<file path="src/design/msx_bus_pkg.sv">
package msx_bus_pkg;

   // External memory is 4 MB, byte wide
   localparam int ram_addr_w = 22;

   // Value seen on an undriven data bus
   localparam logic [7:0] bus_idle_data = 8'hFF;

   // Raw Z80 outputs, strobes taken as active high
   typedef struct packed {
      logic [15:0] addr;
      logic [7:0]  dout;
      logic        mreq;
      logic        iorq;
      logic        rd;
      logic        wr;
      logic        m1;
   } cpu_pins_t;

   // Kind of bus access seen on the pins
   typedef enum logic [2:0] {
      cyc_idle,
      cyc_fetch,
      cyc_mem_rd,
      cyc_mem_wr,
      cyc_io_rd,
      cyc_io_wr
   } cycle_kind_t;

   // Decoded access, strobe marks the cpu_ce cycle
   typedef struct packed {
      cycle_kind_t kind;
      logic [15:0] addr;
      logic [7:0]  wdata;
      logic        strobe;
   } bus_req_t;

   // Request toward external memory
   typedef struct packed {
      logic [ram_addr_w-1:0] addr;
      logic [7:0]            din;
      logic                  ce;
      logic                  rnw;
   } mem_port_t;

endpackage

</file>
<file path="src/design/msx_config_pkg.sv">
package msx_config_pkg;

   // What sits behind a primary slot
   typedef enum logic [1:0] {
      slot_empty,
      slot_rom,
      slot_ram
   } slot_kind_t;

   // One primary slot, bank counted in 16 KB units
   typedef struct packed {
      slot_kind_t kind;
      logic [7:0] bank;
   } slot_cfg_t;

   // System I/O ports
   localparam logic [7:0] port_slot  = 8'hA8;
   localparam logic [7:0] port_kbd   = 8'hA9;
   localparam logic [7:0] port_ppi_c = 8'hAA;

   // Port C bit positions
   localparam int click_bit = 7;
   localparam int motor_bit = 4;

   // Keyboard row select field in port C
   localparam int row_sel_lsb = 0;
   localparam int row_sel_w   = 4;

   // Levels added to the mix by the internal sources
   localparam int click_weight = 512;
   localparam int tape_weight  = 256;

   // Width of the mixing sum, one bit over the output
   localparam int mix_w = 17;

   // Clipping levels of the audio output
   localparam logic [15:0] audio_pos_max = 16'h7FFF;
   localparam logic [15:0] audio_neg_max = 16'h8000;

endpackage

</file>
<file path="src/design/audio_mixer.sv">
`timescale 1ns/1ps

module audio_mixer (
   input  logic               clock_bus,
   input  logic               rst_n,
   input  logic               keybeep,
   input  logic               tape_in,
   input  logic               tape_motor_on,
   input  logic signed [15:0] ext_sound,
   output logic [15:0]        audio
);

   localparam int w = msx_config_pkg::mix_w;

   logic [w-1:0] click_part;
   logic [w-1:0] tape_part;
   logic [w-1:0] sum;
   logic [15:0]  compr;

   assign click_part = keybeep ? w'(msx_config_pkg::click_weight) : '0;
   // Tape input is only heard while the motor is stopped
   assign tape_part  = (tape_in && !tape_motor_on) ? w'(msx_config_pkg::tape_weight) : '0;

   assign sum = {ext_sound[15], ext_sound} + click_part + tape_part;

   // Top three bits pick pass-through at double gain or a clip level
   always_comb begin
      case (sum[w-1:w-3])
         3'b000, 3'b111: compr = {sum[14:0], 1'b0};
         3'b001, 3'b010, 3'b011: compr = msx_config_pkg::audio_pos_max;
         default: compr = msx_config_pkg::audio_neg_max;
      endcase
   end

   always_ff @(posedge clock_bus) begin
      if (!rst_n)
         audio <= '0;
      else
         audio <= compr;
   end

endmodule

</file>
<file path="src/design/cpu_bus_control.sv">
`timescale 1ns/1ps

module cpu_bus_control (
   input  logic                   clock_bus,
   input  logic                   rst_n,
   input  msx_bus_pkg::cpu_pins_t cpu,
   input  logic                   cpu_ce,
   input  logic [7:0]             dev_data,
   input  logic                   dev_oe,
   input  logic [7:0]             slot_data,
   input  logic                   slot_oe,
   output msx_bus_pkg::bus_req_t  req,
   output logic                   wait_n,
   output logic [7:0]             cpu_din
);

   typedef enum logic [1:0] {
      wt_idle,
      wt_hold,
      wt_done
   } wait_state_t;

   msx_bus_pkg::cycle_kind_t kind;
   wait_state_t              wt_state;
   logic                     rd_cycle;

   // Opcode fetch takes precedence over a plain memory read
   always_comb begin
      kind = msx_bus_pkg::cyc_idle;
      if (cpu.mreq && cpu.rd && cpu.m1)
         kind = msx_bus_pkg::cyc_fetch;
      else if (cpu.mreq && cpu.rd)
         kind = msx_bus_pkg::cyc_mem_rd;
      else if (cpu.mreq && cpu.wr)
         kind = msx_bus_pkg::cyc_mem_wr;
      else if (cpu.iorq && cpu.rd)
         kind = msx_bus_pkg::cyc_io_rd;
      else if (cpu.iorq && cpu.wr)
         kind = msx_bus_pkg::cyc_io_wr;
   end

   assign req.kind   = kind;
   assign req.addr   = cpu.addr;
   assign req.wdata  = cpu.dout;
   assign req.strobe = cpu_ce && (kind != msx_bus_pkg::cyc_idle);

   // One wait period per M1, then hold off until m1 drops
   always_ff @(posedge clock_bus) begin
      if (!rst_n) begin
         wt_state <= wt_idle;
      end else if (cpu_ce) begin
         case (wt_state)
            wt_idle: if (cpu.m1) wt_state <= wt_hold;
            wt_hold: wt_state <= cpu.m1 ? wt_done : wt_idle;
            wt_done: if (!cpu.m1) wt_state <= wt_idle;
            default: wt_state <= wt_idle;
         endcase
      end
   end

   assign wait_n = (wt_state != wt_hold);

   assign rd_cycle = (kind == msx_bus_pkg::cyc_fetch) ||
                     (kind == msx_bus_pkg::cyc_mem_rd) ||
                     (kind == msx_bus_pkg::cyc_io_rd);

   // Devices first, then slots, else the idle bus value
   assign cpu_din = !rd_cycle ? msx_bus_pkg::bus_idle_data :
                    dev_oe    ? dev_data :
                    slot_oe   ? slot_data :
                                msx_bus_pkg::bus_idle_data;

   // Wait never outlasts a single cpu_ce period
   a_wait_single: assert property (@(posedge clock_bus) disable iff (!rst_n)
      (!wait_n && cpu_ce) |=> wait_n);

   // The CPU never opens both address spaces at once
   a_one_space: assert property (@(posedge clock_bus) disable iff (!rst_n)
      !(cpu.mreq && cpu.iorq));

   // Nor reads and writes in the same cycle
   a_one_dir: assert property (@(posedge clock_bus) disable iff (!rst_n)
      !(cpu.rd && cpu.wr));

endmodule

</file>
<file path="src/design/msx_top.sv">
`timescale 1ns/1ps

module msx_top (
   input  logic                      clock_bus,
   input  logic                      rst_n,
   input  msx_bus_pkg::cpu_pins_t    cpu,
   input  logic                      cpu_ce,
   input  msx_config_pkg::slot_cfg_t slot_layout [4],
   input  logic [7:0]                kbd_rows [16],
   input  logic                      tape_in,
   input  logic signed [15:0]        ext_sound,
   input  logic [7:0]                ram_dout,
   output logic [7:0]                cpu_din,
   output logic                      wait_n,
   output msx_bus_pkg::mem_port_t    mem,
   output logic                      tape_motor_on,
   output logic [15:0]               audio
);

   msx_bus_pkg::bus_req_t req;
   logic [7:0]            dev_data;
   logic                  dev_oe;
   logic [7:0]            slot_data;
   logic                  slot_oe;
   logic [7:0]            slot_config;
   logic                  keybeep;

   cpu_bus_control u_bus (
      .clock_bus (clock_bus),
      .rst_n     (rst_n),
      .cpu       (cpu),
      .cpu_ce    (cpu_ce),
      .dev_data  (dev_data),
      .dev_oe    (dev_oe),
      .slot_data (slot_data),
      .slot_oe   (slot_oe),
      .req       (req),
      .wait_n    (wait_n),
      .cpu_din   (cpu_din)
   );

   system_devices u_devices (
      .clock_bus     (clock_bus),
      .rst_n         (rst_n),
      .req           (req),
      .kbd_rows      (kbd_rows),
      .dev_data      (dev_data),
      .dev_oe        (dev_oe),
      .slot_config   (slot_config),
      .keybeep       (keybeep),
      .tape_motor_on (tape_motor_on)
   );

   slot_mapper u_slots (
      .req         (req),
      .slot_config (slot_config),
      .slot_layout (slot_layout),
      .ram_dout    (ram_dout),
      .slot_data   (slot_data),
      .slot_oe     (slot_oe),
      .mem         (mem)
   );

   audio_mixer u_mixer (
      .clock_bus     (clock_bus),
      .rst_n         (rst_n),
      .keybeep       (keybeep),
      .tape_in       (tape_in),
      .tape_motor_on (tape_motor_on),
      .ext_sound     (ext_sound),
      .audio         (audio)
   );

endmodule

</file>
<file path="src/design/slot_mapper.sv">
`timescale 1ns/1ps

module slot_mapper (
   input  msx_bus_pkg::bus_req_t     req,
   input  logic [7:0]                slot_config,
   input  msx_config_pkg::slot_cfg_t slot_layout [4],
   input  logic [7:0]                ram_dout,
   output logic [7:0]                slot_data,
   output logic                      slot_oe,
   output msx_bus_pkg::mem_port_t    mem
);

   logic [1:0]                page;
   logic [1:0]                active_slot;
   msx_config_pkg::slot_cfg_t cfg;
   logic                      mem_rd;
   logic                      mem_wr;
   logic                      populated;
   logic                      writable;

   assign page = req.addr[15:14];

   // Two bits of slot_config per 16 KB page
   always_comb begin
      case (page)
         2'd0:    active_slot = slot_config[1:0];
         2'd1:    active_slot = slot_config[3:2];
         2'd2:    active_slot = slot_config[5:4];
         default: active_slot = slot_config[7:6];
      endcase
   end

   assign cfg = slot_layout[active_slot];

   assign mem_rd = (req.kind == msx_bus_pkg::cyc_fetch) ||
                   (req.kind == msx_bus_pkg::cyc_mem_rd);
   assign mem_wr = (req.kind == msx_bus_pkg::cyc_mem_wr);

   assign populated = (cfg.kind != msx_config_pkg::slot_empty);
   assign writable  = (cfg.kind == msx_config_pkg::slot_ram);

   always_comb begin
      // Bank picks the 16 KB block, page offset below it
      mem.addr = {cfg.bank, req.addr[13:0]};
      mem.din  = req.wdata;
      mem.ce   = (populated && mem_rd) || (writable && mem_wr);
      // Writes to ROM or empty slots never reach memory
      mem.rnw  = !(writable && mem_wr);
   end

   assign slot_oe   = populated && mem_rd;
   assign slot_data = ram_dout;

endmodule

</file>
<file path="src/design/system_devices.sv">
`timescale 1ns/1ps

module system_devices (
   input  logic                  clock_bus,
   input  logic                  rst_n,
   input  msx_bus_pkg::bus_req_t req,
   input  logic [7:0]            kbd_rows [16],
   output logic [7:0]            dev_data,
   output logic                  dev_oe,
   output logic [7:0]            slot_config,
   output logic                  keybeep,
   output logic                  tape_motor_on
);

   logic [7:0] slot_reg;
   logic [7:0] ppi_c;
   logic [7:0] port;
   logic       io_wr;
   logic       io_rd;
   logic [msx_config_pkg::row_sel_w-1:0] row_sel;

   assign port  = req.addr[7:0];
   assign io_wr = req.strobe && (req.kind == msx_bus_pkg::cyc_io_wr);
   assign io_rd = (req.kind == msx_bus_pkg::cyc_io_rd);

   // Primary slot select register, port A8
   always_ff @(posedge clock_bus) begin
      if (!rst_n)
         slot_reg <= '0;
      else if (io_wr && port == msx_config_pkg::port_slot)
         slot_reg <= req.wdata;
   end

   // Port C, keyboard row, motor and click bits
   always_ff @(posedge clock_bus) begin
      if (!rst_n)
         ppi_c <= '0;
      else if (io_wr && port == msx_config_pkg::port_ppi_c)
         ppi_c <= req.wdata;
   end

   assign row_sel = ppi_c[msx_config_pkg::row_sel_lsb +: msx_config_pkg::row_sel_w];

   always_comb begin
      dev_data = msx_bus_pkg::bus_idle_data;
      dev_oe   = 1'b0;
      if (io_rd) begin
         case (port)
            msx_config_pkg::port_slot: begin
               dev_data = slot_reg;
               dev_oe   = 1'b1;
            end
            msx_config_pkg::port_kbd: begin
               // Rows come in active low, passed through as is
               dev_data = kbd_rows[row_sel];
               dev_oe   = 1'b1;
            end
            msx_config_pkg::port_ppi_c: begin
               dev_data = ppi_c;
               dev_oe   = 1'b1;
            end
            default: begin
               dev_data = msx_bus_pkg::bus_idle_data;
               dev_oe   = 1'b0;
            end
         endcase
      end
   end

   assign slot_config   = slot_reg;
   assign keybeep       = ppi_c[msx_config_pkg::click_bit];
   assign tape_motor_on = ppi_c[msx_config_pkg::motor_bit];

endmodule

</file>
<file path="config.mk">
export PLATFORM = sky130hd
export DESIGN_NAME = msx_top
export DESIGN_NICKNAME = d
export VERILOG_FILES = /design/src/design/msx_bus_pkg.sv /design/src/design/msx_config_pkg.sv /design/src/design/audio_mixer.sv /design/src/design/cpu_bus_control.sv /design/src/design/msx_top.sv /design/src/design/slot_mapper.sv /design/src/design/system_devices.sv
export SDC_FILE = /design/constraint.sdc
export NUM_CORES = 1
export LEC_CHECK = 0
export ABC_CLOCK_PERIOD_IN_PS = 9480
export BUFFER_PORTS_ARGS = -buffer_cell sky130_fd_sc_hd__buf_2
export CAP_MARGIN = 20
export CELL_PAD_IN_SITES_DETAIL_PLACEMENT = 0
export CELL_PAD_IN_SITES_GLOBAL_PLACEMENT = 1
export CORE_MARGIN = 10
export CORE_UTILIZATION = 29
export CTS_CLUSTER_SIZE = 25
export DETAILED_ROUTE_END_ITERATION = 10
export GPL_TIMING_DRIVEN = 1
export PLACE_DENSITY_LB_ADDON = 0.05
export REMOVE_ABC_BUFFERS = 1
export SYNTH_ARGS = -nofsm -noshare
export SYNTH_HDL_FRONTEND = slang
export SYNTH_SLANG_ARGS = --single-unit
</file>
<file path="constraint.sdc">
create_clock -name clock_bus -period 9.48 [get_ports clock_bus]
set_clock_uncertainty 0.05 [all_clocks]
set_input_delay 2.37 -clock clock_bus [delete_from_list [all_inputs] [get_ports clock_bus]]
set_output_delay 2.37 -clock clock_bus [all_outputs]
set_load 0.02 [all_outputs]
</file>
# Yosys cells after proc, flatten, opt, wreduce, memory -nomap -nowiden
# Index checks and enable logic that the tools add are counted.
# classes
n_bitwise	2
add_sub_neg	2
magnitude_cmp	2
muxes	26
reduce_logical	26
n_eq_ne	20
# op_table
operator	count
8-bit 2-to-1 mux	6
17-bit adder	2
8-bit binary-select mux with 4-bit select	1
16-bit one-hot mux with 2 select lines	1
10-bit 2-to-1 mux	3
8-bit == test (second input constant)	3
8-bit one-hot mux with 3 select lines	1
10-bit binary-select mux with 2-bit select	1
3-bit 2-to-1 mux	5
3-bit by 2-bit == test with 1-bit output (second input constant)	4
1-bit logical AND	12
2-bit one-hot mux with 3 select lines	2
3-bit == test (second input constant)	3
9-bit 2-to-1 mux	1
2-bit == test (second input constant)	3
3-bit by 1-bit == test with 1-bit output (second input constant)	2
2-bit 2-to-1 mux	3
3-bit OR reduction	2
5-bit greater-or-equal comparator (second input constant)	1
4-bit inverter with 5-bit output	1
2-bit by 1-bit == test with 1-bit output (second input constant)	2
2-bit zero test	2
2-bit != test (second input constant)	2
3-bit greater-or-equal comparator (second input constant)	1
10 further kinds	14
# totals
in_bits	225
word_cells	82
reg_bits	34
out_inout_bits	58

# Longest topological paths before layout
# Gate-level depths: netlist (run 1).
# logic_depth
depth_word	12
mapped_depth	9
ltp_nobuf	7

# Cells and area by module
# A second synthesis (run 1) with hierarchy kept.
# unflattened
cells_unflattened	366
area_unflattened_um2	3694.8
# modules_own_cells
module	area_per_inst_um2	instances	seq_area_each_um2	cells_each
system_devices	1933.1	1	320.3	183
audio_mixer	669.4	1	320.3	61
slot_mapper	625.6	1	0.0	56
cpu_bus_control	466.7	1	40.0	66

# Worst setup path after synthesis (run 1)
# Ideal clock, no wire load.
# synth_timing
kind	input -> output
start	in cpu[17] (netlist name)
end	out cpu_din[0]
path_stages	6
slack_ps	2973
required_time_ps	7060
n_path_buf	1
arrival_time_ps	4087
cell_sequence	and4bb_2 > nand4b_1 > clkbuf_1 > a211o_1 > o2bb2ai_1 > or4_1
# synth_between
elab_chain_len	6
elab_cells_between_ends	10
classes_between	3 x eq/ne; 6 x mux; 1 x reduce/logical
# synth_rtl
item	line	source
start, declared	msx_top.sv:6	input msx_bus_pkg::cpu_pins_t cpu,
8-bit == test	system_devices.sv:48	case (port)
3-bit OR reduction (no source line)	--	
1-bit 2-to-1 mux	system_devices.sv:48	
1-bit 2-to-1 mux	system_devices.sv:47	if (io_rd) begin
8-bit 2-to-1 mux *	cpu_bus_control.sv:69	dev_oe ? dev_data :
8-bit 2-to-1 mux *	cpu_bus_control.sv:68	assign cpu_din = !rd_cycle ? msx_bus_pkg::bus_idle_data :
end, declared	msx_top.sv:13	output logic [7:0] cpu_din,
# Every way passes the cells marked *; elsewhere a longest branch is shown, timed or not.

# Worst setup path after layout (run 1)
# layout_timing
start	in cpu[4] (netlist name)
end	out cpu_din[7]
# layout_between
elab_chain_len	10
elab_cells_between_ends	17
classes_between	3 x eq/ne; 8 x mux; 6 x reduce/logical
# layout_rtl
item	line	source
1-bit logical AND	cpu_bus_control.sv:34	else if (cpu.mreq && cpu.wr)
3-bit 2-to-1 mux	cpu_bus_control.sv:34	
3-bit 2-to-1 mux	cpu_bus_control.sv:32	else if (cpu.mreq && cpu.rd)
3-bit 2-to-1 mux *	cpu_bus_control.sv:30	if (cpu.mreq && cpu.rd && cpu.m1)
3-bit by 1-bit == test with 1-bit output / 3-bit by 2-bit == test with 1-bit output (equally long branches)	--	
1-bit logical OR	cpu_bus_control.sv:63, slot_mapper.sv:35	
1-bit logical AND	slot_mapper.sv:51	assign slot_oe = populated && mem_rd;
8-bit 2-to-1 mux	cpu_bus_control.sv:70	slot_oe ? slot_data :
8-bit 2-to-1 mux	cpu_bus_control.sv:69	
8-bit 2-to-1 mux *	cpu_bus_control.sv:68	
# Marked as above.

==> flow_summary.yaml, run 1 <==
synth:
  synthCells: 336
  synth_area_per_cell_sq_um: 9.86
  syn_area_sq_um: 3310
  synth_top_area_share_pct: 21.1
  ys_ff_latch: 34
  yosysTopAreaCell: "mux4_2"
  ys.warnings.count: 0
  async_reset_ff_share_pct: 0
  ys_seq_area_share_pct: 20.5
  synthTopCellsByArea: "mux4_2 21%, dfxtp_1 21%, mux2i_1 10%"
  ys.flop_type: "dfxtp_1"
  synth_edf_count: 0
  synth_cell_types: 48
drt:
  drtAntennaViolNets: 0
  vias_per_cell: 5.09
  route.detailed.drc: 0
  routed_wl_um: 14100
  firstDrtPassIters: 4
  vias: 3634
  dr.first_iter.drc_count: 169
  wl_per_cell_um: 19.8
timing:
  hold_violations: 0
  finalSetupViolations: 0
  drv_slew: 0
  max_freq_mhz: 137
  rsz0062_at_grt: "false"
  final.setup.tns_ns: 0
  period_minus_slack_ns: 7.32
  worst_pin_slew_ns: 0.903
  period_share_pct: 77.2
  maxSlewHeadroom_pct: 39.7
  holdWs_ns: 0.477
floorplanning:
  dieArea_sq_um: 16100
  die_h_um: 127
  io_pins: 283
  num_rows: 38
  core_area_sq_um: 11000
  start_util_pct: 30.0
  die_w_um: 127
global_routing:
  grt_antenna_before_repair: 2
  grt.overflow.total: 0
  grt_pass1_vias: 4047
  grt_max_degree: 50
  track_usage_pct: 16.5
  grt_pass1_wl_um: 21600
power_and_ir_drop:
  power.density_nw_per_um2: 94.2
  p_leak_nw: 2.17
  power_mw: 0.449
  irDropWorstVdd_uv: 62.1
worst_setup_path:
  r2r_start: "u_devices.ppi_c[4]"
  endpoint: "cpu_din[7]"
  worstRegToRegCells: 8
  startpoint: "cpu[4]"
  critPathKind: "in -> out"
  r2r_slack_ns: 7.28
  cp_data_arrival_time_ns: 4.90
  cp-end-kind: "primary output"
  critPathLaunchType: "input port"
  cp.required_ns: 7.06
  r2r_end: "u_mixer.audio[8]"
  crit_fanout: 12
clock_tree:
  cts_root_buffer: "clkbuf_16"
  numCtsBuffers: 5
  clk_path_buf_depth: 2
  clock_latency_ns: 0.27
  ctsHoldBuffers: 0
  cts_sinks: 34
  path_clk_slew_ns: 0.05
  post_cts_buffers: 0
  cts.repair.resized: 0
  cts_max_level: 2
  cts_tree: "done"
place:
  dpl.hpwl_um: 12200
  io_buffers: 270
  gp_congestion: 0.751
finish:
  area_delta_synth_final_pct: 43.8
  nNetsFinal: 799
  fillers: 1164
  layout-drive-gt1-share_pct: 56.5
worst_hold_path:
  hp-class: "reg -> reg"
flow_run:
  drv_cap: 0
status:
  status: "finished, final reports clean"
metal layers:
layer	vias up	share of wire (%)	global-route usage [%]
li1	1749	-	-
met1	1698	38	17.6
met2	183	51	30.1
met3	4	10	7.58
met4	0	0.27	1.41
met5	-	0	0
metrics by stage:
| stage | utilization [%] | setup slack [ns] | instance area, sq um | instances |
|---|---|---|---|---|
| 2_1_floorplan | - | 2.84 | 3040 | 291 |
| 3_3_place_gp | 41.7 | 2.24 | 4590 | 704 |
| 3_5_place_dp | 41.7 | 2.15 | 4590 | 704 |
| 4_1_cts | 43.1 | 2.15 | 4760 | 712 |
| 5_1_grt | 43.2 | 1.99 | 4760 | 713 |
| 6_report | 43.2 | 2.16 | 4760 | 714 |
synthesized netlist by cell type, types with 2 or more instances:
library cell and instances:
nor2b_1 36, dfxtp_1 34, mux2i_1 34, mux4_2 31
buf_4 24, nand2_1 23, o21ai_0 17, nor2_1 13
a211oi_1 11, clkbuf_1 10, a22oi_1 9, or4_1 9
o2bb2ai_1 8, a2111oi_0 7, buf_1 7, inv_1 6
a21oi_1 4, nand2b_1 4, nand3b_1 4, nand4_1 4
buf_2 3, mux4_1 3, nor3_1 3, xnor2_1 3
ha_1 2, nand3_1 2, nor4_1 2, o311ai_0 2
xor2_1 2
power by group:
part / leakage, nW / internal, mW / switching, mW
logic: 1.81 / 0.0622 / 0.0571
clock network: 0.0836 / 0.123 / 0.0566
registers: 0.279 / 0.149 / 0.00147
total: 2.17 / 0.334 / 0.115
worst max-delay path, cell delays in order:
cell	delay (ns)
buf_2	0.12
and4bb_2	0.29
nand4b_1	0.47
or4b_2	0.93
a2111oi_0	0.36
or4_1	0.17
buf_2	0.17
cell type report:
type | count | area [sq um] | area share (%)
Multi-Input combinational cell | 251 | 2340 | 49.1
Antenna cell | 2 | 5.00 | 0.105
Inverter | 6 | 22.5 | 0.473
Clock inverter | 3 | 40.0 | 0.840
Timing Repair Buffer | 273 | 1370 | 28.8
Sequential cell | 34 | 683 | 14.3
Tap cell | 140 | 175 | 3.68
Clock buffer | 5 | 125 | 2.63
state kept, by name, summed over array words and instances (netlist names):
signal,cells
u_mixer.audio,16
u_bus.wt_state,2
u_devices.ppi_c,8
u_devices.slot_config,8
cells in the final DEF, fill, tap and decap left out, types with 3 or more instances in the layout:
cell type / netlist / final
mux4_2: 31 / 31
buf_2: 3 / 270
nor3_1: 3 / 3
buf_4: 24 / 3
nand2b_1: 4 / 4
nor2b_1: 36 / 36
or4_1: 9 / 9
mux2i_1: 34 / 34
a211oi_1: 11 / 11
dfxtp_1: 34 / 32
mux4_1: 3 / 3
nand3b_1: 4 / 4
o2bb2ai_1: 8 / 8
inv_1: 6 / 6
xnor2_1: 3 / 3
a21oi_1: 4 / 4
o21ai_0: 17 / 17
nand2_1: 23 / 23
nand4_1: 4 / 4
a22oi_1: 9 / 9
a2111oi_0: 7 / 7
nor2_1: 13 / 13
clkbuf_16: 0 / 5
kinds of logic after synthesis:
family          count (synthesis)  share of synthesized area (%)
fa+ha+maj                       3                           1.36
mux                            69                           34.1
flops                          34                           20.5
simple gates                  108                           18.8
compound gates                 66                           15.1
xor+xnor                        5                           1.32
buf+inv                        51                           8.84
worst min-delay path by stage:
| stage | startpoint | end | slack [ns] | depth (start not counted) |
|---|---|---|---|---|
| floorplan | u_devices.ppi_c[5] | u_devices.ppi_c[5] | 0.44 | 2 |
| global placement | u_devices.ppi_c[6] | u_devices.ppi_c[6] | 0.46 | 2 |
| detailed placement | u_devices.ppi_c[6] | u_devices.ppi_c[6] | 0.47 | 2 |
| CTS | u_devices.ppi_c[6] | u_devices.ppi_c[6] | 0.49 | 2 |
| global route | u_devices.ppi_c[5] | u_devices.ppi_c[5] | 0.51 | 2 |
| finish | u_devices.ppi_c[6] | u_devices.ppi_c[6] | 0.48 | 2 |
Power figures use the tool's default switching activity.
==> run 2: changes to the inputs <==
- ABC_CLOCK_PERIOD_IN_PS: 9480 -> 6460
- CORE_UTILIZATION: 29 -> 24
- clock period: 9.48 -> 6.46 ns (I/O delays scaled with it)
==> run 2 against run 1 <==
  * Critical path depth stayed put
  * Sequential power increased by 47%
  * Cell area increased by 0.26%
  * Largest cell class unchanged
  * Core utilization fell by 7.5 points
  * Combinational power grew 47%
==> flow_summary.yaml, run 2 (synthesis results as in run 1) <==
clock_tree:
  numCtsBuffers: 5
  cts_root_buffer: "clkbuf_16"
  path_clk_slew_ns: 0.05
  post_cts_buffers: 0
  ctsHoldBuffers: 0
  clk_path_buf_depth: 2
  cts_sinks: 34
  cts_tree: "done"
  clock_latency_ns: 0.27
  cts_max_level: 2
  cts.repair.resized: 0
power_and_ir_drop:
  irDropWorstVdd_uv: 78.0
  power_mw: 0.613
  p_leak_nw: 2.15
  power.density_nw_per_um2: 128
drt:
  vias: 3596
  firstDrtPassIters: 4
  vias_per_cell: 4.80
  dr.first_iter.drc_count: 117
  routed_wl_um: 14500
  route.detailed.drc: 0
  wl_per_cell_um: 19.3
  drtAntennaViolNets: 0
global_routing:
  grt_pass1_wl_um: 21000
  grt.overflow.total: 0
  grt_max_degree: 40
  grt_pass1_vias: 3832
  grt_antenna_before_repair: 3
  track_usage_pct: 14.1
finish:
  seq_area_sq_um: 683
  multiInputGateArea_sq_um: 2340
  final_cell_mix: "270 x buf_2, 36 x nor2b_1, 34 x mux2i_1"
  fillers: 1450
  layout-drive-gt1-share_pct: 56.0
  final_util_pct: 35.6
  nNetsFinal: 799
  area_delta_synth_final_pct: 44.2
  top_register: "u_mixer.audio"
  largest_reg_flops: 16
  layout_commonest_cell: "buf_2"
timing:
  worst_pin_slew_ns: 0.926
  drv_slew: 0
  maxSlewHeadroom_pct: 38.2
  period_minus_slack_ns: 5.80
  final.setup.tns_ns: 0
  hold_violations: 0
  finalSetupViolations: 0
  max_freq_mhz: 172
  rsz0062_at_grt: "false"
  period_share_pct: 89.8
  worst_slack_ns: 0.662
place:
  io_buffers: 270
  dp_slack_ns: 0.696
  gp_congestion: 0.773
  dpl.hpwl_um: 12400
worst_setup_path:
  cp_data_arrival_time_ns: 4.13
  cp-end-kind: "primary output"
  critPathKind: "in -> out"
  critPathLaunchType: "input port"
  crit_fanout: 12
  cp.required_ns: 4.80
floorplanning:
  die_w_um: 137
  core_area_sq_um: 13400
  io_pins: 283
  start_util_pct: 24.7
  num_rows: 42
  dieArea_sq_um: 18900
  die_h_um: 137
flow_run:
  drv_cap: 0
status:
  status: "finished, final reports clean"
worst_hold_path:
  hp-class: "reg -> reg"
run 2: cell types whose count changed in the layout (fill, tap and decap cells not counted):
cell       delta
clkinv_2      -2
bufinv_16     -1
clkbuf_1      +2
run 2: per-layer routing:
metal	track usage [%]	wire length, um	up-vias
met3	4.59	1580	11
li1	-	-	1751
met2	24.9	7080	176
met4	2.34	135	0
met1	16.6	5660	1658
met5	0	0	-
run 2: report_power, final:
| group | switching (mW) | leakage, nW | internal [mW] |
|---|---|---|---|
| Clock | 0.0766 | 0.0640 | 0.141 |
| Sequential | 0.00220 | 0.279 | 0.219 |
| Combinational | 0.0838 | 1.81 | 0.0912 |
run 2: worst paths after layout:
path,cells after the start,slack [ns],to,start
max,7,0.66,cpu_din[0],cpu[4]
min,2,0.49,u_devices.ppi_c[6],u_devices.ppi_c[6]
max reg2reg,8,4.28,u_mixer.audio[13],u_devices.ppi_c[4]
min reg2reg,2,0.49,u_devices.ppi_c[6],u_devices.ppi_c[6]
run 2: per-stage QoR:
| step | std cells | hold WS [ns] | area (sq um) |
|---|---|---|---|
| floorplan | 291 | 0.436 | 3040 |
| global placement | 740 | 0.466 | 4640 |
| detailed placement | 740 | 0.479 | 4640 |
| CTS | 747 | 0.491 | 4770 |
| global route | 749 | 0.526 | 4780 |
| finish | 749 | 0.490 | 4780 |
run 2: layout make-up:
| type | count | area share (%) |
|---|---|---|
| repair buffers | 273 | 28.8 |
| flip-flops and latches | 34 | 14.3 |
| inverters | 6 | 0.471 |
| well taps | 176 | 4.61 |
| multi-input cells | 251 | 49.0 |
| clock buffers | 7 | 2.78 |
| diodes | 2 | 0.105 |
run 2: worst max-delay path: stages:
cell and delay, ns:
buf_2 0.12, and4bb_2 0.29, nand4b_1 0.45, or4b_2 0.93, a2111oi_0 0.35, or4_1 0.20
buf_2 0.18
